==> config.mk <==
export PLATFORM = sky130hd
export DESIGN_NAME = i2c_bit_ctrl
export DESIGN_NICKNAME = d
export VERILOG_FILES = /design/src/i2c_bit_pkg.sv /design/src/i2c_bit_ctrl.sv /design/src/i2c_bit_fsm.sv /design/src/i2c_bus_monitor.sv /design/src/i2c_clk_div.sv /design/src/i2c_line_filter.sv
export SDC_FILE = /design/constraint.sdc
export NUM_CORES = 1
export LEC_CHECK = 0
export ABC_AREA = 1
export BUFFER_PORTS_ARGS = -buffer_cell sky130_fd_sc_hd__buf_2
export CAP_MARGIN = 20
export CORE_ASPECT_RATIO = 1.75
export CORE_MARGIN = 8
export CORE_UTILIZATION = 45
export CTS_BUF_LIST = sky130_fd_sc_hd__clkbuf_16
export CTS_CLUSTER_DIAMETER = 40
export CTS_CLUSTER_SIZE = 14
export DETAILED_ROUTE_END_ITERATION = 8
export PLACE_DENSITY = 0.74
export SLEW_MARGIN = 5
export SYNTH_ARGS = -nofsm -noshare
export SYNTH_HDL_FRONTEND = slang
export SYNTH_SLANG_ARGS = --single-unit
==> constraint.sdc <==
create_clock -name clk_i -period 1.9 [get_ports clk_i]
set_input_delay 0 -clock clk_i [delete_from_list [all_inputs] [get_ports clk_i]]
set_output_delay 0 -clock clk_i [all_outputs]
set_load 0.02 [all_outputs]
==> src/i2c_bit_pkg.sv <==
/*
 * I2C bit controller shared definitions
 * widths, glitch filter constants, command and sequencer state encodings
 */
package i2c_bit_pkg;

  ////////////////////////////////////////////////////////////
  // widths and filter constants
  ////////////////////////////////////////////////////////////
  localparam int PRESCALE_W   = 16;  // prescale value and divider counter
  localparam int FILTER_W     = 14;  // filter sample timer
  localparam int FILTER_SHIFT = 2;   // prescale/4, about 16x bus rate
  localparam int FILTER_TAPS  = 3;   // samples in the majority vote
  localparam int SYNC_STAGES  = 2;   // input synchronizer depth

  ////////////////////////////////////////////////////////////
  // bit level commands
  ////////////////////////////////////////////////////////////
  typedef enum logic [3:0] {
    CMD_NOP   = 4'b0000,
    CMD_START = 4'b0001,  // also repeated start
    CMD_STOP  = 4'b0010,
    CMD_WRITE = 4'b0100,
    CMD_READ  = 4'b1000
  } i2c_cmd_e;

  // sequencer states, one phase per bus tick
  typedef enum logic [4:0] {
    ST_IDLE,
    ST_START_A,
    ST_START_B,
    ST_START_C,
    ST_START_D,
    ST_START_E,
    ST_STOP_A,
    ST_STOP_B,
    ST_STOP_C,
    ST_STOP_D,
    ST_RD_A,
    ST_RD_B,
    ST_RD_C,
    ST_RD_D,
    ST_WR_A,
    ST_WR_B,
    ST_WR_C,
    ST_WR_D
  } bit_state_e;

endpackage

==> src/i2c_bit_ctrl.sv <==
/*
 * I2C master bit controller
 * clock divider, line filter, bus monitor and bit sequencer
 */
`timescale 1ns/100ps

module i2c_bit_ctrl import i2c_bit_pkg::*; (
  input  logic                  clk_i,
  input  logic                  rst_n_i,
  input  logic                  ena_i,       // core enable
  input  logic [PRESCALE_W-1:0] prescale_i,  // bus clock prescale
  input  i2c_cmd_e              cmd_i,
  input  logic                  tx_bit_i,
  input  logic                  scl_i,       // bus SCL level
  input  logic                  sda_i,       // bus SDA level
  output logic                  cmd_ack_o,
  output logic                  busy_o,
  output logic                  rx_bit_o,
  output logic                  scl_dir_o,   // 0 pulls SCL low
  output logic                  sda_dir_o    // 0 pulls SDA low
);

  logic scl_s, sda_s;  // filtered bus levels
  logic clk_en;        // bus tick

  i2c_clk_div u_clk_div (
    .clk_i      (clk_i),
    .rst_n_i    (rst_n_i),
    .ena_i      (ena_i),
    .prescale_i (prescale_i),
    .scl_dir_i  (scl_dir_o),  // fed back for stretch detect
    .scl_s_i    (scl_s),
    .clk_en_o   (clk_en)
  );

  i2c_line_filter u_line_filter (
    .clk_i      (clk_i),
    .rst_n_i    (rst_n_i),
    .ena_i      (ena_i),
    .prescale_i (prescale_i),
    .scl_i      (scl_i),
    .sda_i      (sda_i),
    .scl_s_o    (scl_s),
    .sda_s_o    (sda_s)
  );

  i2c_bus_monitor u_bus_monitor (
    .clk_i    (clk_i),
    .rst_n_i  (rst_n_i),
    .scl_s_i  (scl_s),
    .sda_s_i  (sda_s),
    .busy_o   (busy_o),
    .rx_bit_o (rx_bit_o)
  );

  i2c_bit_fsm u_bit_fsm (
    .clk_i     (clk_i),
    .rst_n_i   (rst_n_i),
    .clk_en_i  (clk_en),
    .cmd_i     (cmd_i),
    .tx_bit_i  (tx_bit_i),
    .cmd_ack_o (cmd_ack_o),
    .scl_dir_o (scl_dir_o),
    .sda_dir_o (sda_dir_o)
  );

endmodule

==> src/i2c_bit_fsm.sv <==
/*
 * I2C bit command sequencer
 * steps start, stop, write and read through their SCL/SDA phases on each tick
 */
`timescale 1ns/100ps

module i2c_bit_fsm import i2c_bit_pkg::*; (
  input  logic     clk_i,
  input  logic     rst_n_i,
  input  logic     clk_en_i,   // bus tick
  input  i2c_cmd_e cmd_i,      // held until ack
  input  logic     tx_bit_i,   // bit for write
  output logic     cmd_ack_o,  // one-cycle done pulse
  output logic     scl_dir_o,  // 1 releases SCL
  output logic     sda_dir_o   // 1 releases SDA
);

  bit_state_e state;

  always_ff @(posedge clk_i or negedge rst_n_i) begin
    if (!rst_n_i) begin
      state     <= ST_IDLE;
      cmd_ack_o <= 1'b0;
      scl_dir_o <= 1'b1;
      sda_dir_o <= 1'b1;
    end else begin
      cmd_ack_o <= 1'b0;  // pulse only
      if (clk_en_i) begin
        unique case (state)
          ST_IDLE: begin
            unique case (cmd_i)
              CMD_START: state <= ST_START_A;
              CMD_STOP:  state <= ST_STOP_A;
              CMD_WRITE: state <= ST_WR_A;
              CMD_READ:  state <= ST_RD_A;
              default:   state <= ST_IDLE;
            endcase
          end

          ////////////////////////////////////////////////////////////
          // start / repeated start
          ////////////////////////////////////////////////////////////
          ST_START_A: begin
            state     <= ST_START_B;
            sda_dir_o <= 1'b1;  // SDA up, SCL as it was
          end
          ST_START_B: begin
            state     <= ST_START_C;
            scl_dir_o <= 1'b1;  // SCL up
          end
          ST_START_C: begin
            state     <= ST_START_D;
            sda_dir_o <= 1'b0;  // SDA falls with SCL high
          end
          ST_START_D: begin
            state <= ST_START_E;  // hold time
          end
          ST_START_E: begin
            state     <= ST_IDLE;
            scl_dir_o <= 1'b0;
            cmd_ack_o <= 1'b1;
          end

          ////////////////////////////////////////////////////////////
          // stop
          ////////////////////////////////////////////////////////////
          ST_STOP_A: begin
            state     <= ST_STOP_B;
            scl_dir_o <= 1'b0;
            sda_dir_o <= 1'b0;  // SDA low before SCL goes up
          end
          ST_STOP_B: begin
            state     <= ST_STOP_C;
            scl_dir_o <= 1'b1;
          end
          ST_STOP_C: begin
            state <= ST_STOP_D;  // setup time
          end
          ST_STOP_D: begin
            state     <= ST_IDLE;
            sda_dir_o <= 1'b1;  // SDA rises with SCL high
            cmd_ack_o <= 1'b1;
          end

          ////////////////////////////////////////////////////////////
          // read, SDA left to the slave
          ////////////////////////////////////////////////////////////
          ST_RD_A: begin
            state     <= ST_RD_B;
            scl_dir_o <= 1'b0;
            sda_dir_o <= 1'b1;
          end
          ST_RD_B: begin
            state     <= ST_RD_C;
            scl_dir_o <= 1'b1;
          end
          ST_RD_C: begin
            state <= ST_RD_D;  // second high tick
          end
          ST_RD_D: begin
            state     <= ST_IDLE;
            scl_dir_o <= 1'b0;
            cmd_ack_o <= 1'b1;
          end

          ////////////////////////////////////////////////////////////
          // write, SDA only moves while SCL is low
          ////////////////////////////////////////////////////////////
          ST_WR_A: begin
            state     <= ST_WR_B;
            scl_dir_o <= 1'b0;
            sda_dir_o <= tx_bit_i;
          end
          ST_WR_B: begin
            state     <= ST_WR_C;
            scl_dir_o <= 1'b1;
            sda_dir_o <= tx_bit_i;
          end
          ST_WR_C: begin
            state     <= ST_WR_D;
            sda_dir_o <= tx_bit_i;
          end
          ST_WR_D: begin
            state     <= ST_IDLE;
            scl_dir_o <= 1'b0;
            sda_dir_o <= tx_bit_i;
            cmd_ack_o <= 1'b1;
          end

          default: state <= ST_IDLE;
        endcase
      end
    end
  end

  a_ack_pulse : assert property (
    @(posedge clk_i) disable iff (!rst_n_i)
    cmd_ack_o |=> !cmd_ack_o
  );

  // data must not move while the clock is high in a write
  a_wr_sda_stable : assert property (
    @(posedge clk_i) disable iff (!rst_n_i)
    (scl_dir_o && (state == ST_WR_C || state == ST_WR_D)) |-> $stable(sda_dir_o)
  );

endmodule

==> src/i2c_bus_monitor.sv <==
/*
 * I2C bus monitor
 * start/stop detection, bus busy flag, received bit capture on SCL rise
 */
`timescale 1ns/100ps

module i2c_bus_monitor (
  input  logic clk_i,
  input  logic rst_n_i,
  input  logic scl_s_i,   // filtered SCL
  input  logic sda_s_i,   // filtered SDA
  output logic busy_o,    // between start and stop
  output logic rx_bit_o   // SDA at last SCL rise
);

  logic dscl, dsda;          // filtered lines one cycle late
  logic sta_cond, sto_cond;

  always_ff @(posedge clk_i or negedge rst_n_i) begin
    if (!rst_n_i) begin
      dscl <= 1'b1;
      dsda <= 1'b1;
    end else begin
      dscl <= scl_s_i;
      dsda <= sda_s_i;
    end
  end

  ////////////////////////////////////////////////////////////
  // start = SDA fall with SCL high, stop = SDA rise with SCL high
  ////////////////////////////////////////////////////////////
  always_ff @(posedge clk_i or negedge rst_n_i) begin
    if (!rst_n_i) begin
      sta_cond <= 1'b0;
      sto_cond <= 1'b0;
    end else begin
      sta_cond <= ~sda_s_i &  dsda & scl_s_i;
      sto_cond <=  sda_s_i & ~dsda & scl_s_i;
    end
  end

  // busy from start until stop
  always_ff @(posedge clk_i or negedge rst_n_i) begin
    if (!rst_n_i) busy_o <= 1'b0;
    else          busy_o <= (sta_cond | busy_o) & ~sto_cond;
  end

  // data is valid while SCL is high, take it at the rise
  always_ff @(posedge clk_i or negedge rst_n_i) begin
    if (!rst_n_i)                rx_bit_o <= 1'b0;
    else if (scl_s_i & ~dscl)    rx_bit_o <= sda_s_i;
  end

  // busy comes up two cycles after SDA fell with SCL high
  a_busy_from_start : assert property (
    @(posedge clk_i) disable iff (!rst_n_i)
    $rose(busy_o) |-> ($past(scl_s_i && !sda_s_i, 2) && $past(sda_s_i, 3))
  );

endmodule

==> src/i2c_clk_div.sv <==
/*
 * I2C bus clock divider
 * one-cycle tick every prescale+1 cycles, frozen while a slave stretches SCL
 */
`timescale 1ns/100ps

module i2c_clk_div import i2c_bit_pkg::*; (
  input  logic                  clk_i,
  input  logic                  rst_n_i,
  input  logic                  ena_i,       // core enable
  input  logic [PRESCALE_W-1:0] prescale_i,  // bus period in clocks, minus one
  input  logic                  scl_dir_i,   // SCL release level from sequencer
  input  logic                  scl_s_i,     // filtered SCL
  output logic                  clk_en_o     // bus tick
);

  logic [PRESCALE_W-1:0] cnt;
  logic                  dscl_dir;    // scl_dir one cycle late
  logic                  slave_wait;  // slave holds SCL low

  // rising edge of scl_dir marks the master letting go of SCL
  always_ff @(posedge clk_i or negedge rst_n_i) begin
    if (!rst_n_i) dscl_dir <= 1'b1;  // line released out of reset
    else          dscl_dir <= scl_dir_i;
  end

  // released but the bus stays low -> slave is stretching
  // held until the filtered line comes up
  always_ff @(posedge clk_i or negedge rst_n_i) begin
    if (!rst_n_i) begin
      slave_wait <= 1'b0;
    end else begin
      slave_wait <= (scl_dir_i & ~dscl_dir & ~scl_s_i) |
                    (slave_wait & ~scl_s_i);
    end
  end

  ////////////////////////////////////////////////////////////
  // prescale counter
  ////////////////////////////////////////////////////////////
  always_ff @(posedge clk_i or negedge rst_n_i) begin
    if (!rst_n_i) begin
      cnt      <= '0;
      clk_en_o <= 1'b1;
    end else if (!ena_i) begin  // disabled, tick every cycle
      cnt      <= prescale_i;
      clk_en_o <= 1'b1;
    end else if (slave_wait) begin  // freeze, no tick while stretched
      cnt      <= cnt;
      clk_en_o <= 1'b0;
    end else if (cnt == '0) begin
      cnt      <= prescale_i;  // reload
      clk_en_o <= 1'b1;
    end else begin
      cnt      <= cnt - 1'b1;
      clk_en_o <= 1'b0;
    end
  end

  // the releasing tick lies before the flag, never on top of it
  a_no_tick_in_wait : assert property (
    @(posedge clk_i) disable iff (!rst_n_i)
    (ena_i && $past(ena_i) && slave_wait) |-> !clk_en_o
  );

endmodule

==> src/i2c_line_filter.sv <==
/*
 * I2C line input filter
 * synchronizes SCL and SDA, samples at ~16x bus rate, 2-of-3 majority vote
 */
`timescale 1ns/100ps

module i2c_line_filter import i2c_bit_pkg::*; (
  input  logic                  clk_i,
  input  logic                  rst_n_i,
  input  logic                  ena_i,
  input  logic [PRESCALE_W-1:0] prescale_i,
  input  logic                  scl_i,    // raw bus SCL
  input  logic                  sda_i,    // raw bus SDA
  output logic                  scl_s_o,  // filtered SCL
  output logic                  sda_s_o   // filtered SDA
);

  logic [SYNC_STAGES-1:0] scl_sync, sda_sync;
  logic [FILTER_W-1:0]    filter_cnt;
  logic [FILTER_TAPS-1:0] scl_hist, sda_hist;  // newest sample in bit 0
  logic                   sample;

  // 2-of-3 vote
  function automatic logic maj3(input logic [FILTER_TAPS-1:0] v);
    return (v[2] & v[1]) | (v[1] & v[0]) | (v[2] & v[0]);
  endfunction

  ////////////////////////////////////////////////////////////
  // synchronizers
  ////////////////////////////////////////////////////////////
  always_ff @(posedge clk_i or negedge rst_n_i) begin
    if (!rst_n_i) begin
      scl_sync <= '1;  // idle bus reads high
      sda_sync <= '1;
    end else begin
      scl_sync <= {scl_sync[SYNC_STAGES-2:0], scl_i};
      sda_sync <= {sda_sync[SYNC_STAGES-2:0], sda_i};
    end
  end

  // sample timer, parked at zero when disabled
  always_ff @(posedge clk_i or negedge rst_n_i) begin
    if (!rst_n_i)            filter_cnt <= '0;
    else if (!ena_i)         filter_cnt <= '0;
    else if (filter_cnt == '0) filter_cnt <= FILTER_W'(prescale_i >> FILTER_SHIFT);
    else                     filter_cnt <= filter_cnt - 1'b1;
  end

  assign sample = (filter_cnt == '0);

  ////////////////////////////////////////////////////////////
  // sample history and vote
  ////////////////////////////////////////////////////////////
  always_ff @(posedge clk_i or negedge rst_n_i) begin
    if (!rst_n_i) begin
      scl_hist <= '1;
      sda_hist <= '1;
    end else if (sample) begin
      scl_hist <= {scl_hist[FILTER_TAPS-2:0], scl_sync[SYNC_STAGES-1]};
      sda_hist <= {sda_hist[FILTER_TAPS-2:0], sda_sync[SYNC_STAGES-1]};
    end
  end

  always_ff @(posedge clk_i or negedge rst_n_i) begin
    if (!rst_n_i) begin
      scl_s_o <= 1'b1;
      sda_s_o <= 1'b1;
    end else begin
      scl_s_o <= maj3(scl_hist);  // registered vote
      sda_s_o <= maj3(sda_hist);
    end
  end

  // reset history must not produce a spurious low on the bus view
  a_high_after_reset : assert property (
    @(posedge clk_i) $rose(rst_n_i) |=> (scl_s_o && sda_s_o)
  );

endmodule
# After elaboration in Yosys (flattened, before gate mapping)
# Cells that the tools add are included.
# word_totals
ff_bits	59
wordCells	99
# op_classes
muxes	14
bitwise_logic	27
reduce_logical	13
n_eq_ne	22
add_sub_neg	2
# ops
operator	count
$pmux W5 S14	1
$mux W16	3
$eq A5 B4 Y1 const B	8
$mux W14	2
$eq A5 B3 Y1 const B	4
$logic_not A16 Y1	1
$pmux W4 S4	1
$sub A16 B1 Y16 const B	1
$and A1 B1 Y1	15
$logic_not A14 Y1	1
$sub A14 B1 Y14 const B	1
$reduce_or A4 Y1	3
$eq A5 B2 Y1 const B	2
$eq A5 B5 Y1 const B	2
$not A1 Y1	6
$or A1 B1 Y1	6
$reduce_or A6 Y1	1
$eq A5 B1 Y1 const B	1
$logic_not A5 Y1	1
$mux W1	5
$eq A4 B1 Y1 const B	1
$eq A4 B2 Y1 const B	1
$eq A4 B3 Y1 const B	1
$eq A4 B4 Y1 const B	1
8 further kinds	9

# Longest topological paths before layout
# Gate-level depths: netlist of run 1.
# logic_depth
ltp_word	4
ltp_mapped	11

# By module
# From an unflattened synthesis of run 1, not the netlist that was laid out.
# hier_totals
cells_unflattened	525
hier_area_um2	3714.8
# modules_own_cells
module	n_inst	area_per_inst_um2	cells_per_inst	seq_area_each_um2
i2c_clk_div	1	1415.1	213	478.0
i2c_line_filter	1	1415.1	182	665.6
i2c_bit_fsm	1	689.4	113	202.7
i2c_bus_monitor	1	195.2	17	152.6

# Worst setup path before layout of run 1
# No wires, ideal clock.
# synth_timing
path_kind	register to register
from	reg u_clk_div.cnt[0]
to	reg u_clk_div.cnt[11]
arrival_time_ns	1.311
path_slack_ns	0.465
synth_period_minus_slack_ns	1.435
t_required_ns	1.776
path_stages_with_launch	11
path_cell_list	dfrtp_1 -> inv_1 -> ha_1 -> nand3_1 -> nor2_2 -> nand2_4 -> nand2_8 -> inv_4 -> buf_6 -> nand3b_1 -> nand3_1
# synth_via
elab_chain_cells	4
word_cells_on_any_way	5
classes_between	add/sub (1); mux (3); reduce/logical (1)
# synth_rtl
element	line_no	text
start, declared	i2c_clk_div.sv:17	logic [PRESCALE_W-1:0] cnt;
start signal, assigned	i2c_clk_div.sv:46	cnt <= prescale_i;
start signal, assigned	i2c_clk_div.sv:49	cnt <= cnt;
start signal, assigned	i2c_clk_div.sv:52	cnt <= prescale_i;
$sub A16 B1 Y16 or $logic_not A16 Y1 (tied branches)	i2c_clk_div.sv:55, i2c_clk_div.sv:51	
$mux W16 *	i2c_clk_div.sv:51	end else if (cnt == '0) begin
$mux W16 *	i2c_clk_div.sv:48	end else if (slave_wait) begin
$mux W16 *	i2c_clk_div.sv:45	end else if (!ena_i) begin
# Every way passes the cells marked *; elsewhere a longest branch is shown, timed or not. The select of a mux whose other input is x is not followed.
# A chain may end at the register's enable or synchronous reset.

# Worst setup path in the final report of run 1
# layout_timing
from	reg u_line_filter.filter_cnt[0]
to	reg u_line_filter.filter_cnt[12]
# layout_via
elab_chain_cells	3
word_cells_on_any_way	4
classes_between	add/sub (1); mux (2); reduce/logical (1)
# layout_rtl
element	line_no	text
start, declared	i2c_line_filter.sv:19	logic [FILTER_W-1:0] filter_cnt;
start signal, assigned	i2c_line_filter.sv:45	else if (filter_cnt == '0) filter_cnt <= FILTER_W'(prescale_i >> FILTER_SHIFT);
start signal, assigned	i2c_line_filter.sv:46	else filter_cnt <= filter_cnt - 1'b1;
$sub A14 B1 Y14 or $logic_not A14 Y1 (tied branches)	i2c_line_filter.sv:46, i2c_line_filter.sv:45	
$mux W14 *	i2c_line_filter.sv:45	
$mux W14 *	i2c_line_filter.sv:44	else if (!ena_i) filter_cnt <= '0;
# Every way passes the cells marked *; elsewhere a longest branch is shown, timed or not.

==> out/results.tsv, run 1 <==
stage	metric	value	unit
floorplanning	initial_core_util	45.9	%
worst_setup_path	startpoint_type	flip-flop	
logic_synthesis	syn_inst	479	
flow_run	max_cap_violations	0	
logic_synthesis	syn_area	3450	µm²
timing	slew_headroom	60.3	%
cts	clock_sinks	59	
worst_setup_path	critPathKind	reg -> reg	
routing	viasPerCell	5.15	
pwr	vdd_drop_max	0.689	mV
timing	tightest_slew	0.595	ns
logic_synthesis	yosysSeqAreaShare	43.5	%
layout	syn2layout_area_growth	18.2	%
pwr	p_sw_share	42.1	%
logic_synthesis	synth_cell_types	31	
floorplanning	chipHeight	132	µm
pwr	totalPowerFinal	6190	µW
cts	path_clk_slew	0.05	ns
logic_synthesis	syn_nets	509	
logic_synthesis	synth_warnings	0	
pwr	switchingPower	2610	µW
global_route	grt_antenna_before_repair	0	
cts	ctsResizeCount	0	
floorplanning	core	7510	µm²
global_route	grt_use_total	16.2	%
global_route	grt_max_degree	38	
global_route	grt.overflow.total	0	
worst_setup_path	critPathArrivalTime	1.83	ns
routing	ant_nets	0	
timing	fin_crit	1.61	ns
timing	finClkSkew	0.00644	ns
layout	nNetsFinal	557	
timing	grt_setup_unrepaired	false	
placement	dp_hpwl	6220	µm
floorplanning	io_pins	31	
timing	tns	0	ns
pwr	pwr-share-seq	36.3	%
placement	port_buffers	30	
worst_setup_path	crit_required	2.12	ns
min_path	hold_depth	5	
routing	drtPass1Iterations	6	
cts	cts-root-buf	clkbuf_16	
pwr	p_leak	0.00209	µW
cts	clock_path_buffers	2	
routing	drt-initial-drc-count	140	
routing	num_vias	3195	
cts	cts_buffers	9	
timing	max_freq	622	MHz
floorplanning	dieArea	10800	µm²
worst_setup_path	reg2reg_to	u_line_filter.filter_cnt[12]	
pwr	combinationalPowerShare	41.3	%
pwr	p_int	3580	µW
floorplanning	rows	42	
logic_synthesis	syn_area_per_cell	7.20	µm²
pwr	clkPwrFrac	22.4	%
worst_setup_path	crit_fanout	12	
placement	routabilityCongestion	0.958	
timing	min_period_over_period	84.6	%
worst_setup_path	r2r_slack	0.29	ns
cts	htree_num_levels	3	
pwr	p_per_area	1520	nW/µm²
cts	cts_tree	done	
layout	insertedDiodeCount	0	
global_route	grt_pass1_vias	3200	
layout	drive_gt1_share	16.0	%
timing	setup_violations	0	
timing	finalHoldViolations	0	
worst_setup_path	ff2ff_path_depth	9	
cts	worstSkewPairLatency	0.33	ns
logic_synthesis	synth_seq_cells	59	
outcome	status	complete, no violations	
min_path	worst_hold_startpoint	prescale_i[0]	
min_path	hold_class	in -> reg	
timing	drv_slew	0	
routing	wl_per_cell	13.1	µm
floorplanning	die_w	82.2	µm
routing	drc	0	
worst_setup_path	end_kind	flip-flop	
routing	drt-total-wl	8120	µm
worst_setup_path	regToRegStartpoint	u_line_filter.filter_cnt[0]	
min_path	whs_endpoint	u_clk_div.cnt[0]	
global_route	grt_pass1_wl	13800	µm
[how the worst max path moves through the flow]
stage,end,slack [ns],startpoint
CTS,u_line_filter.filter_cnt[5],0.29,u_line_filter.filter_cnt[0]
floorplan,u_clk_div.cnt[11],0.47,u_clk_div.cnt[0]
global route,u_line_filter.filter_cnt[12],0.12,u_line_filter.filter_cnt[2]
detailed placement,u_line_filter.filter_cnt[12],0.33,u_line_filter.filter_cnt[0]
finish,u_line_filter.filter_cnt[12],0.29,u_line_filter.filter_cnt[0]
global placement,u_line_filter.filter_cnt[12],0.35,u_line_filter.filter_cnt[0]
[worst max-delay path: stages, from the launching register on]
cell	delay, ns
dfrtp_1	0.37
inv_1	0.10
ha_1	0.17
nand3_1	0.12
nor2_1	0.14
nand2_1	0.10
inv_1	0.29
nand2_1	0.09
nand3_1	0.09
inv_1	0.04
[through the flow]
stage	instance area [µm²]	util (%)	hold slack (ns)	cells	setup slack, ns
finish	4080	54.2	0.00392	620	0.292
global route	4080	54.2	0.0213	620	0.121
CTS	4080	54.2	0.000187	620	0.293
detailed placement	3690	49.1	0.0299	591	0.325
global placement	3690	49.1	0.0281	591	0.348
floorplan	3450	-	-0.296	479	0.465
[synthesized netlist by cell type]
master	count	area, µm²
nor2_4	2	22.5
inv_4	1	6.26
xnor2_1	2	17.5
nor3_1	6	30.0
nand3_2	2	20.0
nand4_1	4	25.0
buf_2	5	25.0
o21ai_0	30	150
buf_4	2	15.0
inv_1	57	214
dfrtp_1	41	1030
nor3b_1	1	7.51
a21oi_1	21	105
nand2_2	4	25.0
xor2_1	5	43.8
maj3_1	2	20.0
dfstp_2	18	473
o211ai_1	1	7.51
nand2_1	138	518
buf_6	2	22.5
nand3_1	47	235
nand2_8	1	20.0
inv_2	1	3.75
o21ai_1	3	15.0
nor2_1	64	240
nor2_2	6	37.5
nor3_2	1	10.0
nand2_4	3	33.8
nand3b_1	3	22.5
ha_1	4	50.1
clkbuf_1	2	7.51
[what timing repair did]
action | 4_1_cts | 5_1_grt
endpoints found under the setup margin | 0 | 0
hold endpoints to repair | 36 | 0
hold buffers | 13 | 0
buffers inserted | 0 | 0
[per-layer routing]
layer	vias to the layer above	GRT usage, %	wire length (µm)
met2	84	29.3	4510
met3	27	3.69	343
li1	1611	-	-
met5	-	0	0
met4	0	9.43	292
met1	1473	15.4	2970
[state kept, by name, indices dropped and copies added, names as in the netlist, 2 cells and up]
name,flops
u_line_filter.sda_sync,2
u_line_filter.sda_hist,3
u_line_filter.filter_cnt,14
u_line_filter.scl_sync,2
u_clk_div.cnt,16
u_line_filter.scl_hist,3
u_bit_fsm.state,5
[power groups by stage]
stage	clock, µW	combinational, µW	sequential (µW)
global route	1470	2950	2310
finish	1390	2560	2250
floorplan	0	1940	2180
CTS	1420	2570	2240
global placement	0	2480	2240
detailed placement	0	2530	2250
[cell families (layout without fill, tap and decap cells)]
group | after synthesis | in the layout | synth area share, %
buffers and inverters | 70 | 123 | 8.52
XOR/XNOR | 7 | 7 | 1.78
adder cells (fa/ha/maj) | 6 | 6 | 2.03
AND/OR/NAND/NOR | 282 | 282 | 36.2
AO/OA/AOI/OAI | 55 | 55 | 8.05
flip-flops | 59 | 59 | 43.5
[cell usage in the layout, fill, tap and decap left out, drive strengths merged, types with 3 or more instances in the layout]
| master | netlist | routed |
|---|---|---|
| xor2 | 5 | 5 |
| dfrtp | 41 | 41 |
| nand2 | 146 | 146 |
| clkinv | 0 | 3 |
| nor2 | 72 | 72 |
| ha | 4 | 4 |
| clkbuf | 2 | 9 |
| dfstp | 18 | 18 |
| buf | 9 | 35 |
| nor3 | 7 | 7 |
| nand3 | 49 | 49 |
| o21ai | 33 | 33 |
| a21oi | 21 | 21 |
| nand3b | 3 | 3 |
| inv | 59 | 62 |
| dlygate4sd3 | 0 | 13 |
| nand4 | 4 | 4 |
[cell type report]
| type | instances | area [µm²] |
|---|---|---|
| Fill cell | 726 | 3440 |
| Multi-Input combinational cell | 350 | 1660 |
| Sequential cell | 59 | 1500 |
| Timing Repair Buffer | 48 | 330 |
| Clock buffer | 9 | 225 |
| Inverter | 59 | 224 |
| Tap cell | 88 | 110 |
| Clock inverter | 7 | 31.3 |
No activity file was read; power rests on OpenSTA's default activity.
==> inputs of run 2 (changes only) <==
--- a/config.mk
+++ b/config.mk
@@ -15,7 +15,7 @@
 export CTS_CLUSTER_DIAMETER = 40
 export CTS_CLUSTER_SIZE = 14
 export DETAILED_ROUTE_END_ITERATION = 8
-export PLACE_DENSITY = 0.74
+export PLACE_DENSITY = 0.77
 export SLEW_MARGIN = 5
 export SYNTH_ARGS = -nofsm -noshare
 export SYNTH_HDL_FRONTEND = slang
==> constraint.sdc (replaced) <==
create_clock -name clk_i -period 1.3 [get_ports clk_i]
set_input_delay 0 -clock clk_i [delete_from_list [all_inputs] [get_ports clk_i]]
set_output_delay 0 -clock clk_i [all_outputs]
set_load 0.02 [all_outputs]
==> run 2 against run 1 <==
The run now ends with setup timing left. Sequential share of layout area shrank 8.6 points. Sequential power increased by 48%. First-iteration DRC count grew 84%. Clock skew is 0.00095 ns higher. Maximum frequency up 4.4%. Register-to-register slack worse by 0.53 ns. Power is 100% higher. Highest routed layer unchanged.
==> out/results.tsv, run 2 (synthesis results as in run 1) <==
stage	metric	value	unit	change
worst_setup_path	crit_fanout	4		was 12
global_route	grt_antenna_before_repair	0		unchanged
routing	drt-total-wl	11500	µm	was 8120 µm
worst_setup_path	end_kind	flip-flop		unchanged
cts	clock_sinks	59		unchanged
global_route	grt_use_total	20.1	%	was 16.2%
min_path	hold_class	in -> reg		unchanged
placement	routabilityCongestion	0.946		was 0.958
layout	fin_area	5350	µm²	was 4080 µm²
floorplanning	chipHeight	132	µm	unchanged
cts	clock_path_buffers	2		unchanged
layout	seqCellArea	1500	µm²	about the same
worst_setup_path	crit_required	1.51	ns	was 2.12 ns
timing	worst_slack	-0.240	ns	was 0.292 ns
worst_setup_path	r2r_slack	-0.24	ns	was 0.29 ns
timing	min_period_over_period	118	%	was 84.6%
worst_setup_path	critPathKind	reg -> reg		unchanged
layout	nFillCells	526		was 726
floorplanning	die_w	82.2	µm	unchanged
layout	nNetsFinal	635		was 557
routing	drc	0		unchanged
worst_setup_path	worstSetupStartpoint	u_clk_div.cnt[0]		was u_line_filter.filter_cnt[0]
floorplanning	io_pins	31		unchanged
timing	finalHoldViolations	0		unchanged
pwr	p_sw_share	43.5	%	was 42.1%
outcome	status	complete, but fails checks		was complete, no violations
cts	path_clk_slew	0.06	ns	was 0.05 ns
layout	regMostFlops	u_clk_div.cnt		unchanged
layout	multi_input_area	2190	µm²	was 1660 µm²
layout	insertedDiodeCount	0		unchanged
routing	drtPass1Iterations	5		was 6
layout	largest_register_ffs	16		unchanged
layout	drive_gt1_share	46.1	%	was 16.0%
cts	cts-root-buf	clkbuf_16		unchanged
cts	worstSkewPairLatency	0.34	ns	was 0.33 ns
pwr	p_int	7130	µW	was 3580 µW
timing	grt_setup_unrepaired	true		was false
timing	setup_violations	37		was 0
placement	port_buffers	30		unchanged
flow_run	max_cap_violations	0		unchanged
worst_setup_path	startpoint_type	flip-flop		unchanged
layout	layout_common_cells	nand2_1 (103), buf_4 (57), nor2_1 (46), inv_1 (44), dfrtp_1 (37)		was nand2_1 (138), nor2_1 (64), inv_1 (60), nand3_1 (47), dfrtp_1 (41)
pwr	clkPwrFrac	18.6	%	was 22.4%
min_path	worst_hold_startpoint	prescale_i[12]		was prescale_i[0]
placement	placed_area	4190	µm²	was 3690 µm²
layout	final_common_cell	nand2_1		unchanged
routing	num_vias	3834		was 3195
routing	viasPerCell	5.49		was 5.15
routing	wl_per_cell	16.4	µm	was 13.1 µm
cts	htree_num_levels	3		unchanged
pwr	vdd_drop_max	1.49	mV	was 0.689 mV
pwr	totalPowerFinal	12600	µW	was 6190 µW
floorplanning	initial_core_util	45.9	%	unchanged
timing	drv_slew	0		unchanged
pwr	p_leak	0.00264	µW	was 0.00209 µW
pwr	pwr-share-seq	26.5	%	was 36.3%
worst_setup_path	critPathArrivalTime	1.75	ns	was 1.83 ns
floorplanning	core	7510	µm²	unchanged
timing	max_freq	649	MHz	was 622 MHz
global_route	grt_max_degree	60		was 38
routing	ant_nets	0		unchanged
global_route	grt_pass1_wl	17100	µm	was 13800 µm
floorplanning	dieArea	10800	µm²	unchanged
cts	cts_tree	done		unchanged
timing	tightest_slew	0.340	ns	was 0.595 ns
outcome	violations	setup timing		
timing	fin_crit	1.54	ns	was 1.61 ns
pwr	switchingPower	5500	µW	was 2610 µW
placement	dp_hpwl	6890	µm	was 6220 µm
global_route	grt_pass1_vias	3910		was 3200
global_route	grt.overflow.total	0		unchanged
floorplanning	rows	42		unchanged
layout	syn2layout_area_growth	55.0	%	was 18.2%
cts	cts_buffers	9		unchanged
timing	finClkSkew	0.00740	ns	was 0.00644 ns
pwr	combinationalPowerShare	55.0	%	was 41.3%
worst_setup_path	regToRegStartpoint	u_clk_div.cnt[0]		was u_line_filter.filter_cnt[0]
pwr	p_per_area	2360	nW/µm²	was 1520 nW/µm²
timing	slew_headroom	77.3	%	was 60.3%
layout	top_regs	u_clk_div.cnt (16), u_line_filter.filter_cnt (14), u_bit_fsm.state (5)		unchanged
routing	drt-initial-drc-count	257		was 140
==> run 2: cell count changes in the layout (fill, tap and decap cells not counted), sizes merged <==
cell and delta:
bufinv +1, clkinv +2, nand2 +1, clkinvlp +1, dlygate4sd3 +5, buf +72, inv -4
==> run 2: metal layers <==
layer  GRT usage (%)  share of wire [%]  up-vias  wire (µm)
li1                -                  -     1773          -
met1            18.2                 33     1808       3820
met2            35.6                 55      183       6350
met3            4.44                4.9       70        563
met4            15.7                6.4        0        735
met5               0                  0        -          0
==> run 2: final timing paths <==
| kind | endpoint | cells past startpoint |
|---|---|---|
| hold / removal | u_line_filter.filter_cnt[10] | 5 |
| min in group asynchronous | u_clk_div.cnt[12] | 3 |
| max in group asynchronous | u_clk_div.clk_en_o | 3 |
| hold reg to reg | u_line_filter.sda_sync[1] | 0 |
| setup / recovery | u_clk_div.cnt[8] | 7 |
| setup reg to reg | u_clk_div.cnt[8] | 7 |
==> run 2: cell type report <==
cell class | count | share of cell area [%]
sequential | 59 | 28.1
timing repair buffer | 125 | 18.8
inverter | 59 | 4.61
multi-input combinational | 351 | 40.9
clock buffer | 9 | 4.21
clock inverter | 7 | 1.29
tap | 88 | 2.06
==> run 2: worst max-delay path, cell delays in order (launching register included) <==
cell and delay (ns):
dfrtp_1 0.40, inv_2 0.10, ha_1 0.24, nand3_2 0.19, nor2_1 0.20, nand3_1 0.11
nand3_2 0.09, nand3_2 0.07
==> run 2: per-stage QoR <==
step | instances | setup TNS, ns | util, % | hold WS, ns | setup slack [ns]
6_report | 698 | -5.96 | 71.2 | 0.0198 | -0.240
5_1_grt | 698 | -8.80 | 71.2 | 0.0509 | -0.359
4_1_cts | 692 | -3.34 | 65.0 | 0.00216 | -0.139
3_5_place_dp | 650 | -5.37 | 55.7 | 0.0303 | -0.306
2_1_floorplan | 479 | -0.433 | - | -0.296 | -0.0395
3_3_place_gp | 650 | -3.35 | 55.7 | 0.0276 | -0.192
==> run 2: power by group through the flow <==
| stage | Combinational [µW] | Clock, µW | Sequential, µW |
|---|---|---|---|
| floorplan | 2920 | 0 | 3210 |
| global placement | 4800 | 0 | 3170 |
| detailed placement | 4970 | 0 | 3200 |
| CTS | 5490 | 2370 | 3200 |
| global route | 7510 | 2440 | 3420 |
| finish | 6940 | 2340 | 3340 |
==> run 2: repair_timing <==
action / 4_1_cts / 5_1_grt
endpoints found under the hold margin: 81 / 1
resized for setup: 53 / 129
endpoints found under the setup margin: 42 / 44
pin swaps: 15 / 37
buffers inserted: 8 / 5
hold buffers: 17 / 1
cloned: 1 / 0
